==> src/logic/bf16_pkg.sv <==
package bf16_pkg;

    localparam int NUM_LANES = 4;                  // Conversion lanes
    localparam int ADDR_W    = 6;                  // AXI4-Lite byte address width

    // Register map, byte offsets
    localparam logic [ADDR_W-1:0] REG_OPERAND_BASE = 6'h00; // Four operand words
    localparam logic [ADDR_W-1:0] REG_CTRL         = 6'h10; // Bit 0 START, write-only
    localparam logic [ADDR_W-1:0] REG_STATUS       = 6'h14; // Bit 0 BUSY, bit 1 DONE
    localparam logic [ADDR_W-1:0] REG_RESULT01     = 6'h18; // Lanes 0 and 1
    localparam logic [ADDR_W-1:0] REG_RESULT23     = 6'h1C; // Lanes 2 and 3
    localparam logic [ADDR_W-1:0] REG_FLAGS        = 6'h20; // Four bits per lane

    localparam logic [1:0] RESP_OKAY   = 2'b00;
    localparam logic [1:0] RESP_SLVERR = 2'b10;

    localparam logic [15:0] BF16_QNAN = 16'h7FC0;  // Canonical quiet NaN
    localparam logic [7:0]  EXP_MAX   = 8'hFF;     // Inf / NaN exponent

    typedef struct packed {
        logic        sign;
        logic [7:0]  exp;
        logic [22:0] man;
    } fp32_fields_t;

    // Raw word on the register side, field view inside the lane
    typedef union packed {
        logic [31:0]  raw;
        fp32_fields_t fields;
    } fp32_word_u;

    typedef struct packed {
        logic invalid;   // NaN input
        logic overflow;  // Rounded past the largest finite
        logic underflow; // Subnormal flushed to zero
        logic inexact;   // Bits lost
    } fconv_flags_t;

    typedef struct packed {
        fp32_word_u operand;
    } lane_req_t;

    typedef struct packed {
        logic [15:0]  result;
        fconv_flags_t flags;
    } lane_rsp_t;

endpackage

==> src/logic/axil_conv_regs.sv <==
`timescale 1ns/1ns

module axil_conv_regs (
    input  logic                              gated_clk,
    input  logic                              reset,
    // AXI4-Lite slave
    input  logic [bf16_pkg::ADDR_W-1:0]       s_awaddr_i,
    input  logic                              s_awvalid_i,
    output logic                              s_awready_o,
    input  logic [31:0]                       s_wdata_i,
    input  logic                              s_wvalid_i,
    output logic                              s_wready_o,
    output logic [1:0]                        s_bresp_o,
    output logic                              s_bvalid_o,
    input  logic                              s_bready_i,
    input  logic [bf16_pkg::ADDR_W-1:0]       s_araddr_i,
    input  logic                              s_arvalid_i,
    output logic                              s_arready_o,
    output logic [31:0]                       s_rdata_o,
    output logic [1:0]                        s_rresp_o,
    output logic                              s_rvalid_o,
    input  logic                              s_rready_i,
    // Engine side
    output bf16_pkg::fp32_word_u              operands_o [bf16_pkg::NUM_LANES],
    output logic                              start_o,
    input  logic                              busy_i,
    input  logic                              batch_done_i,
    input  logic [15:0]                       results_i  [bf16_pkg::NUM_LANES],
    input  bf16_pkg::fconv_flags_t            flags_i    [bf16_pkg::NUM_LANES]
);

    logic                   wr_accept;
    logic                   rd_accept;
    logic                   done_q;                          // Sticky DONE bit
    logic [15:0]            results_q [bf16_pkg::NUM_LANES]; // Latched on batch_done_i
    bf16_pkg::fconv_flags_t flags_q   [bf16_pkg::NUM_LANES];
    logic [31:0]            flags_word;
    logic [31:0]            rd_data;
    logic                   rd_mapped;

    // Operand words live at 0x00..0x0C, word aligned
    function automatic logic is_operand(input logic [bf16_pkg::ADDR_W-1:0] addr);
        return (addr[bf16_pkg::ADDR_W-1:4] == '0) && (addr[1:0] == 2'b00);
    endfunction

    function automatic logic is_mapped(input logic [bf16_pkg::ADDR_W-1:0] addr);
        return is_operand(addr) || addr == bf16_pkg::REG_CTRL ||
               addr == bf16_pkg::REG_STATUS || addr == bf16_pkg::REG_RESULT01 ||
               addr == bf16_pkg::REG_RESULT23 || addr == bf16_pkg::REG_FLAGS;
    endfunction

    // Address and data taken together, one write outstanding
    assign wr_accept   = s_awvalid_i && s_wvalid_i && !s_bvalid_o;
    assign s_awready_o = wr_accept;
    assign s_wready_o  = wr_accept;

    assign s_arready_o = !s_rvalid_o;          // Free when no response pending
    assign rd_accept   = s_arvalid_i && s_arready_o;

    // START ignored while a batch runs
    assign start_o = wr_accept && (s_awaddr_i == bf16_pkg::REG_CTRL) && s_wdata_i[0] && !busy_i;

    always_ff @(posedge gated_clk) begin
        if (wr_accept && is_operand(s_awaddr_i)) begin
            operands_o[s_awaddr_i[3:2]].raw <= s_wdata_i;
        end
    end

    always_ff @(posedge gated_clk or negedge reset) begin
        if (!reset) begin
            s_bvalid_o <= 1'b0;
            s_bresp_o  <= bf16_pkg::RESP_OKAY;
        end else if (wr_accept) begin
            s_bvalid_o <= 1'b1;
            s_bresp_o  <= is_mapped(s_awaddr_i) ? bf16_pkg::RESP_OKAY : bf16_pkg::RESP_SLVERR;
        end else if (s_bready_i) begin
            s_bvalid_o <= 1'b0;
        end
    end

    always_ff @(posedge gated_clk or negedge reset) begin
        if (!reset) begin
            done_q <= 1'b0;
        end else if (start_o) begin
            done_q <= 1'b0;                    // Next batch clears DONE
        end else if (batch_done_i) begin
            done_q <= 1'b1;
        end
    end

    always_ff @(posedge gated_clk) begin
        if (batch_done_i) begin
            results_q <= results_i;
            flags_q   <= flags_i;
        end
    end

    always_comb begin
        flags_word = '0;
        for (int i = 0; i < bf16_pkg::NUM_LANES; i++) begin
            flags_word[4*i +: 4] = flags_q[i];
        end
    end

    always_comb begin
        rd_mapped = is_mapped(s_araddr_i);
        rd_data   = '0;
        if (is_operand(s_araddr_i)) begin
            rd_data = operands_o[s_araddr_i[3:2]].raw;
        end else begin
            case (s_araddr_i)
                bf16_pkg::REG_STATUS:   rd_data = {30'b0, done_q, busy_i};
                bf16_pkg::REG_RESULT01: rd_data = {results_q[1], results_q[0]};
                bf16_pkg::REG_RESULT23: rd_data = {results_q[3], results_q[2]};
                bf16_pkg::REG_FLAGS:    rd_data = flags_word;
                default:                rd_data = '0; // CTRL and holes read zero
            endcase
        end
    end

    always_ff @(posedge gated_clk or negedge reset) begin
        if (!reset) begin
            s_rvalid_o <= 1'b0;
            s_rdata_o  <= '0;
            s_rresp_o  <= bf16_pkg::RESP_OKAY;
        end else if (rd_accept) begin
            s_rvalid_o <= 1'b1;
            s_rdata_o  <= rd_data;
            s_rresp_o  <= rd_mapped ? bf16_pkg::RESP_OKAY : bf16_pkg::RESP_SLVERR;
        end else if (s_rready_i) begin
            s_rvalid_o <= 1'b0;
        end
    end

    // Write response only follows a handshake on AW and W
    a_bvalid_cause: assert property (@(posedge gated_clk) disable iff (!reset)
        $rose(s_bvalid_o) |-> $past(wr_accept));

endmodule

==> src/logic/bf16_round_lane.sv <==
`timescale 1ns/1ns

module bf16_round_lane (
    input  logic                 gated_clk,
    input  logic                 reset,
    input  logic                 req_valid_i,
    output logic                 req_ready_o,
    input  bf16_pkg::lane_req_t  req_i,
    output logic                 rsp_valid_o,
    input  logic                 rsp_ready_i,
    output bf16_pkg::lane_rsp_t  rsp_o
);

    // Decoded operand held between the stages
    typedef struct packed {
        logic       sign;
        logic [7:0] exp;
        logic [6:0] man;     // Kept mantissa bits 22:16
        logic       guard;   // Mantissa bit 15
        logic       sticky;  // OR of bits 14:0
        logic       is_zero;
        logic       is_sub;
        logic       is_inf;
        logic       is_nan;
    } s1_data_t;

    bf16_pkg::fp32_fields_t f;
    s1_data_t               s1_next;
    s1_data_t               s1_q;
    logic                   s1_valid;
    logic                   s2_load;
    logic                   round_up;
    logic [14:0]            rounded;   // {exp, man} after increment
    bf16_pkg::lane_rsp_t    rsp_next;

    assign f = req_i.operand.fields;

    always_comb begin
        s1_next.sign    = f.sign;
        s1_next.exp     = f.exp;
        s1_next.man     = f.man[22:16];
        s1_next.guard   = f.man[15];
        s1_next.sticky  = |f.man[14:0];
        s1_next.is_zero = (f.exp == 8'h00) && (f.man == '0);
        s1_next.is_sub  = (f.exp == 8'h00) && (f.man != '0);
        s1_next.is_inf  = (f.exp == bf16_pkg::EXP_MAX) && (f.man == '0);
        s1_next.is_nan  = (f.exp == bf16_pkg::EXP_MAX) && (f.man != '0);
    end

    // Output stage moves when empty or drained this cycle
    assign s2_load     = s1_valid && (!rsp_valid_o || rsp_ready_i);
    assign req_ready_o = !s1_valid || s2_load;

    always_ff @(posedge gated_clk or negedge reset) begin
        if (!reset) begin
            s1_valid <= 1'b0;
        end else if (req_ready_o) begin
            s1_valid <= req_valid_i;
        end
    end

    always_ff @(posedge gated_clk) begin
        if (req_valid_i && req_ready_o) begin
            s1_q <= s1_next;               // Only runs on a real request
        end
    end

    // RNE: halfway goes to even kept LSB
    assign round_up = s1_q.guard && (s1_q.sticky || s1_q.man[0]);
    assign rounded  = {s1_q.exp, s1_q.man} + 15'(round_up); // Carry bumps exp

    always_comb begin
        rsp_next.flags = '0;
        if (s1_q.is_nan) begin
            rsp_next.result        = bf16_pkg::BF16_QNAN;
            rsp_next.flags.invalid = 1'b1;
        end else if (s1_q.is_inf || s1_q.is_zero) begin
            rsp_next.result = {s1_q.sign, s1_q.exp, 7'h00}; // Signed pass-through
        end else if (s1_q.is_sub) begin
            rsp_next.result          = {s1_q.sign, 15'h0000}; // Flush to zero
            rsp_next.flags.underflow = 1'b1;
            rsp_next.flags.inexact   = 1'b1;
        end else if (rounded[14:7] == bf16_pkg::EXP_MAX) begin
            rsp_next.result         = {s1_q.sign, bf16_pkg::EXP_MAX, 7'h00};
            rsp_next.flags.overflow = 1'b1;
            rsp_next.flags.inexact  = 1'b1;
        end else begin
            rsp_next.result        = {s1_q.sign, rounded};
            rsp_next.flags.inexact = s1_q.guard || s1_q.sticky;
        end
    end

    always_ff @(posedge gated_clk or negedge reset) begin
        if (!reset) begin
            rsp_valid_o <= 1'b0;
        end else if (s2_load) begin
            rsp_valid_o <= 1'b1;
        end else if (rsp_ready_i) begin
            rsp_valid_o <= 1'b0;
        end
    end

    always_ff @(posedge gated_clk) begin
        if (s2_load) begin
            rsp_o <= rsp_next;
        end
    end

    // Held response must not change under back-pressure
    a_rsp_stable: assert property (@(posedge gated_clk) disable iff (!reset)
        rsp_valid_o && !rsp_ready_i |=> rsp_valid_o && $stable(rsp_o));

endmodule

==> src/logic/fp32_to_bf16_array.sv <==
`timescale 1ns/1ns

module fp32_to_bf16_array (
    input  logic                          gated_clk,
    input  logic                          reset,
    input  logic [bf16_pkg::ADDR_W-1:0]   s_awaddr_i,
    input  logic                          s_awvalid_i,
    output logic                          s_awready_o,
    input  logic [31:0]                   s_wdata_i,
    input  logic                          s_wvalid_i,
    output logic                          s_wready_o,
    output logic [1:0]                    s_bresp_o,
    output logic                          s_bvalid_o,
    input  logic                          s_bready_i,
    input  logic [bf16_pkg::ADDR_W-1:0]   s_araddr_i,
    input  logic                          s_arvalid_i,
    output logic                          s_arready_o,
    output logic [31:0]                   s_rdata_o,
    output logic [1:0]                    s_rresp_o,
    output logic                          s_rvalid_o,
    input  logic                          s_rready_i
);

    bf16_pkg::fp32_word_u           operands [bf16_pkg::NUM_LANES];
    logic                           start;
    logic                           busy;
    logic                           batch_done;
    logic [bf16_pkg::NUM_LANES-1:0] req_valid;
    logic [bf16_pkg::NUM_LANES-1:0] req_ready;
    bf16_pkg::lane_req_t            req      [bf16_pkg::NUM_LANES];
    logic [bf16_pkg::NUM_LANES-1:0] rsp_valid;
    logic [bf16_pkg::NUM_LANES-1:0] rsp_ready;
    bf16_pkg::lane_rsp_t            rsp      [bf16_pkg::NUM_LANES];
    logic [15:0]                    results  [bf16_pkg::NUM_LANES];
    bf16_pkg::fconv_flags_t         flags    [bf16_pkg::NUM_LANES];

    axil_conv_regs u_regs (
        .gated_clk, .reset,
        .s_awaddr_i, .s_awvalid_i, .s_awready_o,
        .s_wdata_i, .s_wvalid_i, .s_wready_o,
        .s_bresp_o, .s_bvalid_o, .s_bready_i,
        .s_araddr_i, .s_arvalid_i, .s_arready_o,
        .s_rdata_o, .s_rresp_o, .s_rvalid_o, .s_rready_i,
        .operands_o   (operands),
        .start_o      (start),
        .busy_i       (busy),
        .batch_done_i (batch_done),
        .results_i    (results),
        .flags_i      (flags)
    );

    operand_dispatcher u_dispatch (
        .gated_clk, .reset,
        .start_i      (start),
        .operands_i   (operands),
        .req_valid_o  (req_valid),
        .req_ready_i  (req_ready),
        .req_o        (req),
        .batch_done_i (batch_done),
        .busy_o       (busy)
    );

    for (genvar i = 0; i < bf16_pkg::NUM_LANES; i++) begin : g_lane
        bf16_round_lane u_lane (
            .gated_clk, .reset,
            .req_valid_i (req_valid[i]),
            .req_ready_o (req_ready[i]),
            .req_i       (req[i]),
            .rsp_valid_o (rsp_valid[i]),
            .rsp_ready_i (rsp_ready[i]),
            .rsp_o       (rsp[i])
        );
    end

    result_collector u_collect (
        .gated_clk, .reset,
        .rsp_valid_i  (rsp_valid),
        .rsp_ready_o  (rsp_ready),
        .rsp_i        (rsp),
        .results_o    (results),
        .flags_o      (flags),
        .batch_done_o (batch_done)
    );

endmodule

==> src/logic/operand_dispatcher.sv <==
`timescale 1ns/1ns

module operand_dispatcher (
    input  logic                                gated_clk,
    input  logic                                reset,
    input  logic                                start_i,
    input  bf16_pkg::fp32_word_u                operands_i [bf16_pkg::NUM_LANES],
    output logic [bf16_pkg::NUM_LANES-1:0]      req_valid_o,
    input  logic [bf16_pkg::NUM_LANES-1:0]      req_ready_i,
    output bf16_pkg::lane_req_t                 req_o      [bf16_pkg::NUM_LANES],
    input  logic                                batch_done_i,
    output logic                                busy_o
);

    logic [bf16_pkg::NUM_LANES-1:0] pending; // Request not yet taken by its lane

    assign req_valid_o = pending;

    always_ff @(posedge gated_clk or negedge reset) begin
        if (!reset) begin
            pending <= '0;
        end else if (start_i) begin
            pending <= '1;                   // Every lane gets one operand
        end else begin
            pending <= pending & ~req_ready_i; // Drop on transfer
        end
    end

    // Operand snapshot so host writes mid-batch do not disturb requests
    always_ff @(posedge gated_clk) begin
        if (start_i) begin
            for (int i = 0; i < bf16_pkg::NUM_LANES; i++) begin
                req_o[i].operand <= operands_i[i];
            end
        end
    end

    always_ff @(posedge gated_clk or negedge reset) begin
        if (!reset) begin
            busy_o <= 1'b0;
        end else if (start_i) begin
            busy_o <= 1'b1;
        end else if (batch_done_i) begin
            busy_o <= 1'b0;                  // Collector saw all four
        end
    end

    // Register block must filter START while busy
    a_no_start_busy: assert property (@(posedge gated_clk) disable iff (!reset)
        start_i |-> !busy_o);

endmodule

==> src/logic/result_collector.sv <==
`timescale 1ns/1ns

module result_collector (
    input  logic                               gated_clk,
    input  logic                               reset,
    input  logic [bf16_pkg::NUM_LANES-1:0]     rsp_valid_i,
    output logic [bf16_pkg::NUM_LANES-1:0]     rsp_ready_o,
    input  bf16_pkg::lane_rsp_t                rsp_i     [bf16_pkg::NUM_LANES],
    output logic [15:0]                        results_o [bf16_pkg::NUM_LANES],
    output bf16_pkg::fconv_flags_t             flags_o   [bf16_pkg::NUM_LANES],
    output logic                               batch_done_o
);

    logic [bf16_pkg::NUM_LANES-1:0] taken; // Lane answered this batch
    logic [bf16_pkg::NUM_LANES-1:0] take;

    assign rsp_ready_o  = ~taken;          // One response per lane
    assign take         = rsp_valid_i & rsp_ready_o;
    assign batch_done_o = &taken;          // Cycle after the last take

    always_ff @(posedge gated_clk or negedge reset) begin
        if (!reset) begin
            taken <= '0;
        end else if (batch_done_o) begin
            taken <= '0;                   // Ready for next batch
        end else begin
            taken <= taken | take;
        end
    end

    always_ff @(posedge gated_clk) begin
        for (int i = 0; i < bf16_pkg::NUM_LANES; i++) begin
            if (take[i]) begin
                results_o[i] <= rsp_i[i].result;
                flags_o[i]   <= rsp_i[i].flags;
            end
        end
    end

    for (genvar i = 0; i < bf16_pkg::NUM_LANES; i++) begin : g_chk
        // Taken lane offers no second response before batch_done_o
        a_take_once: assert property (@(posedge gated_clk) disable iff (!reset)
            taken[i] |-> !rsp_valid_i[i]);
    end

endmodule

==> config.mk <==
export PLATFORM = sky130hd
export DESIGN_NAME = fp32_to_bf16_array
export DESIGN_NICKNAME = d
export VERILOG_FILES = /design/src/logic/bf16_pkg.sv /design/src/logic/axil_conv_regs.sv /design/src/logic/bf16_round_lane.sv /design/src/logic/fp32_to_bf16_array.sv /design/src/logic/operand_dispatcher.sv /design/src/logic/result_collector.sv
export SDC_FILE = /design/constraint.sdc
export NUM_CORES = 1
export LEC_CHECK = 0
export BUFFER_PORTS_ARGS = -buffer_cell sky130_fd_sc_hd__buf_2
export CORE_MARGIN = 5
export CORE_UTILIZATION = 30
export DETAILED_ROUTE_END_ITERATION = 10
export PLACE_DENSITY = 0.45
export SYNTH_ARGS = -nofsm -noshare
export SYNTH_HDL_FRONTEND = slang
export SYNTH_SLANG_ARGS = --single-unit
==> constraint.sdc <==
create_clock -name gated_clk -period 13.86 [get_ports gated_clk]
set_clock_uncertainty 0.1 [all_clocks]
set_input_delay 0.693 -clock gated_clk [delete_from_list [all_inputs] [get_ports gated_clk]]
set_output_delay 0.693 -clock gated_clk [all_outputs]
set_load 0.01 [all_outputs]
* Word-level counts from Yosys, hierarchy flattened
Index checks and enable logic that the tools add are counted.
** Word-level totals
- Register bits :: 640
- Input bits :: 51
- Output and inout port bits :: 41
- Word-level logic and storage cells :: 336
** Operators by class
- Add/subtract/negate cells :: 4
- Order comparisons :: 3
- Eq/ne operators :: 18
- Muxes and demuxes :: 60
- Bitwise operators :: 7
- Reductions and logical operators :: 119
** Operators with widths (count)
- $mux W15 :: 12
- $bwmux W128 :: 1
- $mux W32 :: 4
- $pmux W32 S4 :: 1
- $logic_not A23 Y1 :: 4
- $reduce_bool A23 Y1 :: 4
- $bmux W32 S2 :: 1
- $demux W32 S2 :: 1
- $eq A8 B8 Y1 const B :: 8
- $add A15 B1 Y15 :: 4
- $reduce_or A15 Y1 :: 4
- $eq A6 B5 Y1 const B :: 8
- $logic_and A1 B1 Y1 :: 38
- $mux W1 :: 36
- $logic_not A8 Y1 :: 4
- $logic_or A1 B1 Y1 :: 30
- $reduce_or A4 Y1 :: 4
- $reduce_bool A2 Y1 :: 7
- $eq A6 B6 Y1 const B :: 2
- $reduce_or A3 Y1 :: 4
- $logic_not A1 Y1 :: 11
- $and A4 B4 Y4 :: 2
- $logic_not A2 Y1 :: 4
- $mux W4 :: 2
- 8 further kinds :: 15

* Logic depth before layout (Yosys ltp)
- Depth in word-level cells :: 8
- Gate-level depth with buffers :: 10

* By module
From an unflattened synthesis, not the netlist that was laid out.
** Second synthesis, totals
- Cell total of the unflattened synthesis :: 1370
- Area, all modules :: 24360.9 um^2
** By module, submodules not included
- axil_conv_regs :: times used 1, cells each 461, area each 9250.1 um^2
- bf16_round_lane at g_lane[0].u_lane ... :: times used 3, cells each 167, area each 2120.8 um^2
- operand_dispatcher :: times used 1, cells each 143, area each 4025.1 um^2
- result_collector :: times used 1, cells each 98, area each 2593.7 um^2
- bf16_round_lane at g_lane[3].u_lane :: times used 1, cells each 167, area each 2129.5 um^2

* Worst setup path after synthesis
OpenSTA, ideal clock, no wires.
- Kind :: input port to flip-flop
- From :: input port s_awaddr_i[5] (netlist name)
- To :: register u_dispatch.req_o[0] (netlist name) (enable)
- Setup time :: 786 ps
- Arrival :: 10322 ps
- Required time :: 12974 ps
- Slack :: 2651 ps
- Stages :: 2
- Path buffers :: 0
- Path through :: or4_1 nor3_1
** Between the ends
- Longest elaborated chain between the ends :: 4
** RTL lines
- start, declared :: RTL line fp32_to_bf16_array.sv:6 : input logic [bf16_pkg::ADDR_W-1:0] s_awaddr_i,
- $eq A6 B5 Y1 :: RTL line axil_conv_regs.sv:61 : assign start_o = wr_accept && (s_awaddr_i == bf16_pkg::REG_CTRL) && s_wdata_i[0] && !busy_i;
- $logic_and A1 B1 Y1 (3 in a row) :: RTL line axil_conv_regs.sv:61
- net start :: RTL line fp32_to_bf16_array.sv:25 : logic start;
- end, declared :: RTL line operand_dispatcher.sv:10 : output bf16_pkg::lane_req_t req_o [bf16_pkg::NUM_LANES],
The timed path passes the listed nets, and every way through them passes these cells.
A chain may end at the register's enable or synchronous reset.

* Worst setup path in the final report
- From :: register u_regs.s_bvalid_o
- To :: register u_dispatch.req_o[115] (netlist name) (enable)
** Between the ends
- Longest elaborated chain between the ends :: 5
** RTL lines
- start, declared :: RTL line axil_conv_regs.sv:14 : output logic s_bvalid_o,
- start signal, assigned :: RTL line axil_conv_regs.sv:71 : s_bvalid_o <= 1'b0;
- start signal, assigned :: RTL line axil_conv_regs.sv:74 : s_bvalid_o <= 1'b1;
- start signal, assigned :: RTL line axil_conv_regs.sv:77 : s_bvalid_o <= 1'b0;
- $logic_not A1 Y1 :: RTL line axil_conv_regs.sv:53 : assign wr_accept = s_awvalid_i && s_wvalid_i && !s_bvalid_o;
- $logic_and A1 B1 Y1 :: RTL line axil_conv_regs.sv:53
- $logic_and A1 B1 Y1 (3 in a row) :: RTL line axil_conv_regs.sv:61
- net start :: RTL line fp32_to_bf16_array.sv:25
The timed path passes the listed nets, and every way through them passes these cells.

==> metrics.cfg <==
[floorplan]
rows = 103
die_w_um = 291
die-area_um2 = 84800
ios = 92
coreArea_um2 = 78700
fp.dieH_um = 291
start_util = 0.301

[yosys]
synth-edff-count = 584
yosysSeqAreaShare = 0.796
syn-instance-count = 1375
synthArstFlopShare = 0.0846
synth_warnings = 0
synth_top_area_frac = 0.739
synth_flop_cell = edfxtp_1
synth_area_leaders = edfxtp_1, dfrtp_1, mux4_2
syn_avg_cell_area_um2 = 17.3
netlist_area_um2 = 23700
yosysUniqueCellTypes = 66
synth_seq_cells = 638
synth_top_area_cell = edfxtp_1

[global_route]
grt_usage = 0.131
gr-total-overflow = 0
antenna_found_initial = 4
grt_pass1_wl_mm = 83.0
grt_pass1_vias = 12121
grt_max_degree = 85

[sta]
period_share = 0.210
slew_headroom = 0.199
slew_viol_final = 0
setup_viol = 0
finalSetupTns_ps = 0
hold-worst-slack_ps = 131
period_needed_ps = 2920
tightestPinTransition_ps = 1190
rsz0062_at_grt = false
hold_viol_final = 0
max_freq_mhz = 343

[setup_path]
worst-path-stages = 5
critPathBufInv = 2
critical_path.slowest_cell = buf_4
critPathKind = flop to flop
cp_max_fo = 67
crit_family = simple AND/OR/NAND/NOR gates
r2r-start = u_regs.s_bvalid_o$_DFFE_PN0P_
arrival_ps = 3030
reg2reg_slack_ps = 10940
cp-end-kind = flop
cpPeakStageDelay_ps = 730
startpoint_type = flop
cp_cell_sequence = inv_1, nand3_1, or4_1, nor3_2, buf_4
required_ps = 13970
r2r_cells = 5
reg2reg_to = u_dispatch.req_o[115]$_DFFE_PP_

[drt]
vias = 12237
routed_wl_mm = 56.6
dr_wl_met3_mm = 2.82
top_layer = met5
drc = 0
met2WireLength_mm = 27.0
routed_via_density = 4.72
ant_nets = 0
drt-met1-wl_mm = 25.7
drt_iter0_markers = 863
dr.pass1.iters = 6
wl_per_cell_um = 21.8

[power_and_ir_drop]
p_leak_nw = 8.97
power_density_nw_per_um2 = 142
peakVddDrop_v = 0.0000699

[clocking]
clock_sinks = 638
htreeDepth = 3
postCtsSetupBuffers = 0
post_cts_resized = 0
cts_hold_buffers = 0
cts_buffers = 67
root_buffer = clkbuf_16
insertion_delay_ps = 600
tritoncts = built
clock_path_buffers = 3
clk_pin_slew_worst_paths_ps = 60

[finish]
synthToLayoutAreaGrowth_pct = 16.2
layout-drive-gt1-share = 0.170
nNetsFinal = 1554
final_util = 0.350
nFillCells = 7356
stdcell_area_um2 = 27600

[place]
place_area_um2 = 25500
io_buffer_count = 89
gp_congestion = 0.821
dpl.hpwl_mm = 40.2

[hold_path]
hold_class = primary input to asynchronous set/reset pin

[job]
maxCapViolCount = 0

[status]
status = finished clean

-- sequential cells by signal, indices dropped and copies added, names as in the netlist, 4 cells and up --
signal	count
u_collect.results_o	64
u_collect.flags_o	16
g_lane.u_lane.rsp_valid_o	4
u_dispatch.req_valid_o	4
u_regs.operands_o	128
u_collect.taken	4
g_lane.u_lane.rsp_o	80
u_regs.results_q	64
u_regs.s_rdata_o	32
g_lane.u_lane.s1_q	88
g_lane.u_lane.s1_valid	4
u_regs.flags_q	16
u_dispatch.req_o	128
-- worst register-to-register path, cell delays in order (launching register included) --
cell and delay (ps):
dfrtp_1 380, inv_1 70, nand3_1 110, or4_1 520, nor3_2 470, buf_4 730
-- worst max-delay path by stage --
stage,start,end
after global placement,s_araddr_i[1],u_regs.s_rdata_o[0]$_DFFE_PN0P_
after CTS,u_regs.s_bvalid_o$_DFFE_PN0P_,u_dispatch.req_o[124]$_DFFE_PP_
final,u_regs.s_bvalid_o$_DFFE_PN0P_,u_dispatch.req_o[115]$_DFFE_PP_
after floorplan,s_awaddr_i[5],u_dispatch.req_o[0]$_DFFE_PP_
after global routing,u_regs.s_bvalid_o$_DFFE_PN0P_,u_dispatch.req_o[113]$_DFFE_PP_
after detailed placement,s_araddr_i[1],u_regs.s_rdata_o[15]$_DFFE_PN0P_
-- stage by stage --
stage / std cells / worst slack [ps] / total power, W
global route: 2590 / 10770 / 0.00406
floorplan: 1376 / 2650 / 0.00217
detailed placement: 2476 / 10400 / 0.00222
finish: 2591 / 10940 / 0.00392
global placement: 2476 / 10490 / 0.00222
CTS: 2590 / 10900 / 0.00398
-- placed cells by master, fill, tap and decap left out, drive strengths merged, types with 5 or more instances in the layout --
| master | count |
|---|---|
| edfxtp | 584 |
| buf | 104 |
| nand2 | 97 |
| clkbuf | 85 |
| nor2 | 72 |
| o21ai | 62 |
| dfrtp | 54 |
| a21oi | 47 |
| nor4 | 43 |
| nor3 | 41 |
| mux4 | 32 |
| nand3 | 29 |
| nand4 | 25 |
| clkinv | 21 |
| inv | 17 |
| o2bb2ai | 16 |
| and3 | 16 |
| a22o | 15 |
| xnor2 | 14 |
| a221oi | 14 |
| xor2 | 13 |
| o31ai | 10 |
| mux2i | 10 |
| nor2b | 9 |
| ha | 8 |
| nand2b | 7 |
| a211o | 7 |
| a21o | 7 |
| a41o | 6 |
| and2 | 6 |
| nor3b | 6 |
| a31oi | 5 |
| bufinv | 5 |
| or4 | 5 |
-- synth_stat cells, drive strengths merged, types with 12 or more instances --
cell and number:
dfrtp 54, mux4 32, nand3 29, nor4 43, inv 15, nand2 97, o21ai 62, a21oi 47
nor3 41, and3 16, a221oi 14, nor2 72, buf 12, o2bb2ai 16, edfxtp 584, xnor2 14
nand4 25, xor2 13, clkbuf 42, a22o 15
-- per-layer routing --
metal | vias up | global-route usage
li1 | 5700 | -
met1 | 6150 | 0.182
met2 | 306 | 0.211
met3 | 79 | 0.0285
met4 | 2 | 0.0312
met5 | - | 0
-- report_power, final --
group | total [W] | leakage, nW | switching (W) | internal, W
logic | 0.0000801 | 1.90 | 0.0000518 | 0.0000283
registers | 0.00210 | 6.03 | 0.0000103 | 0.00209
clock network | 0.00174 | 1.04 | 0.000716 | 0.00103
-- cell type report --
class	instances	area, µm²	area share
clock inverters	29	298	0.0108
well taps	1050	1310	0.0476
repair buffers	104	558	0.0202
diodes	1	2.50	0.0000907
multi-input cells	669	4630	0.168
clock buffers	85	1830	0.0663
flip-flops and latches	638	18900	0.685
inverters	15	57.6	0.00209
-- kinds of logic after synthesis --
group	count (synthesis)	share of synthesized area
muxes	42	0.0346
buffers and inverters	69	0.0119
AOI/OAI and AO/OA	218	0.0622
adders and majority gates	8	0.00422
xor gates and xnor gates	27	0.00996
and+or+nand+nor	372	0.0812
other	1	0.000158
DFF	638	0.796
Power figures use the tool's default switching activity.
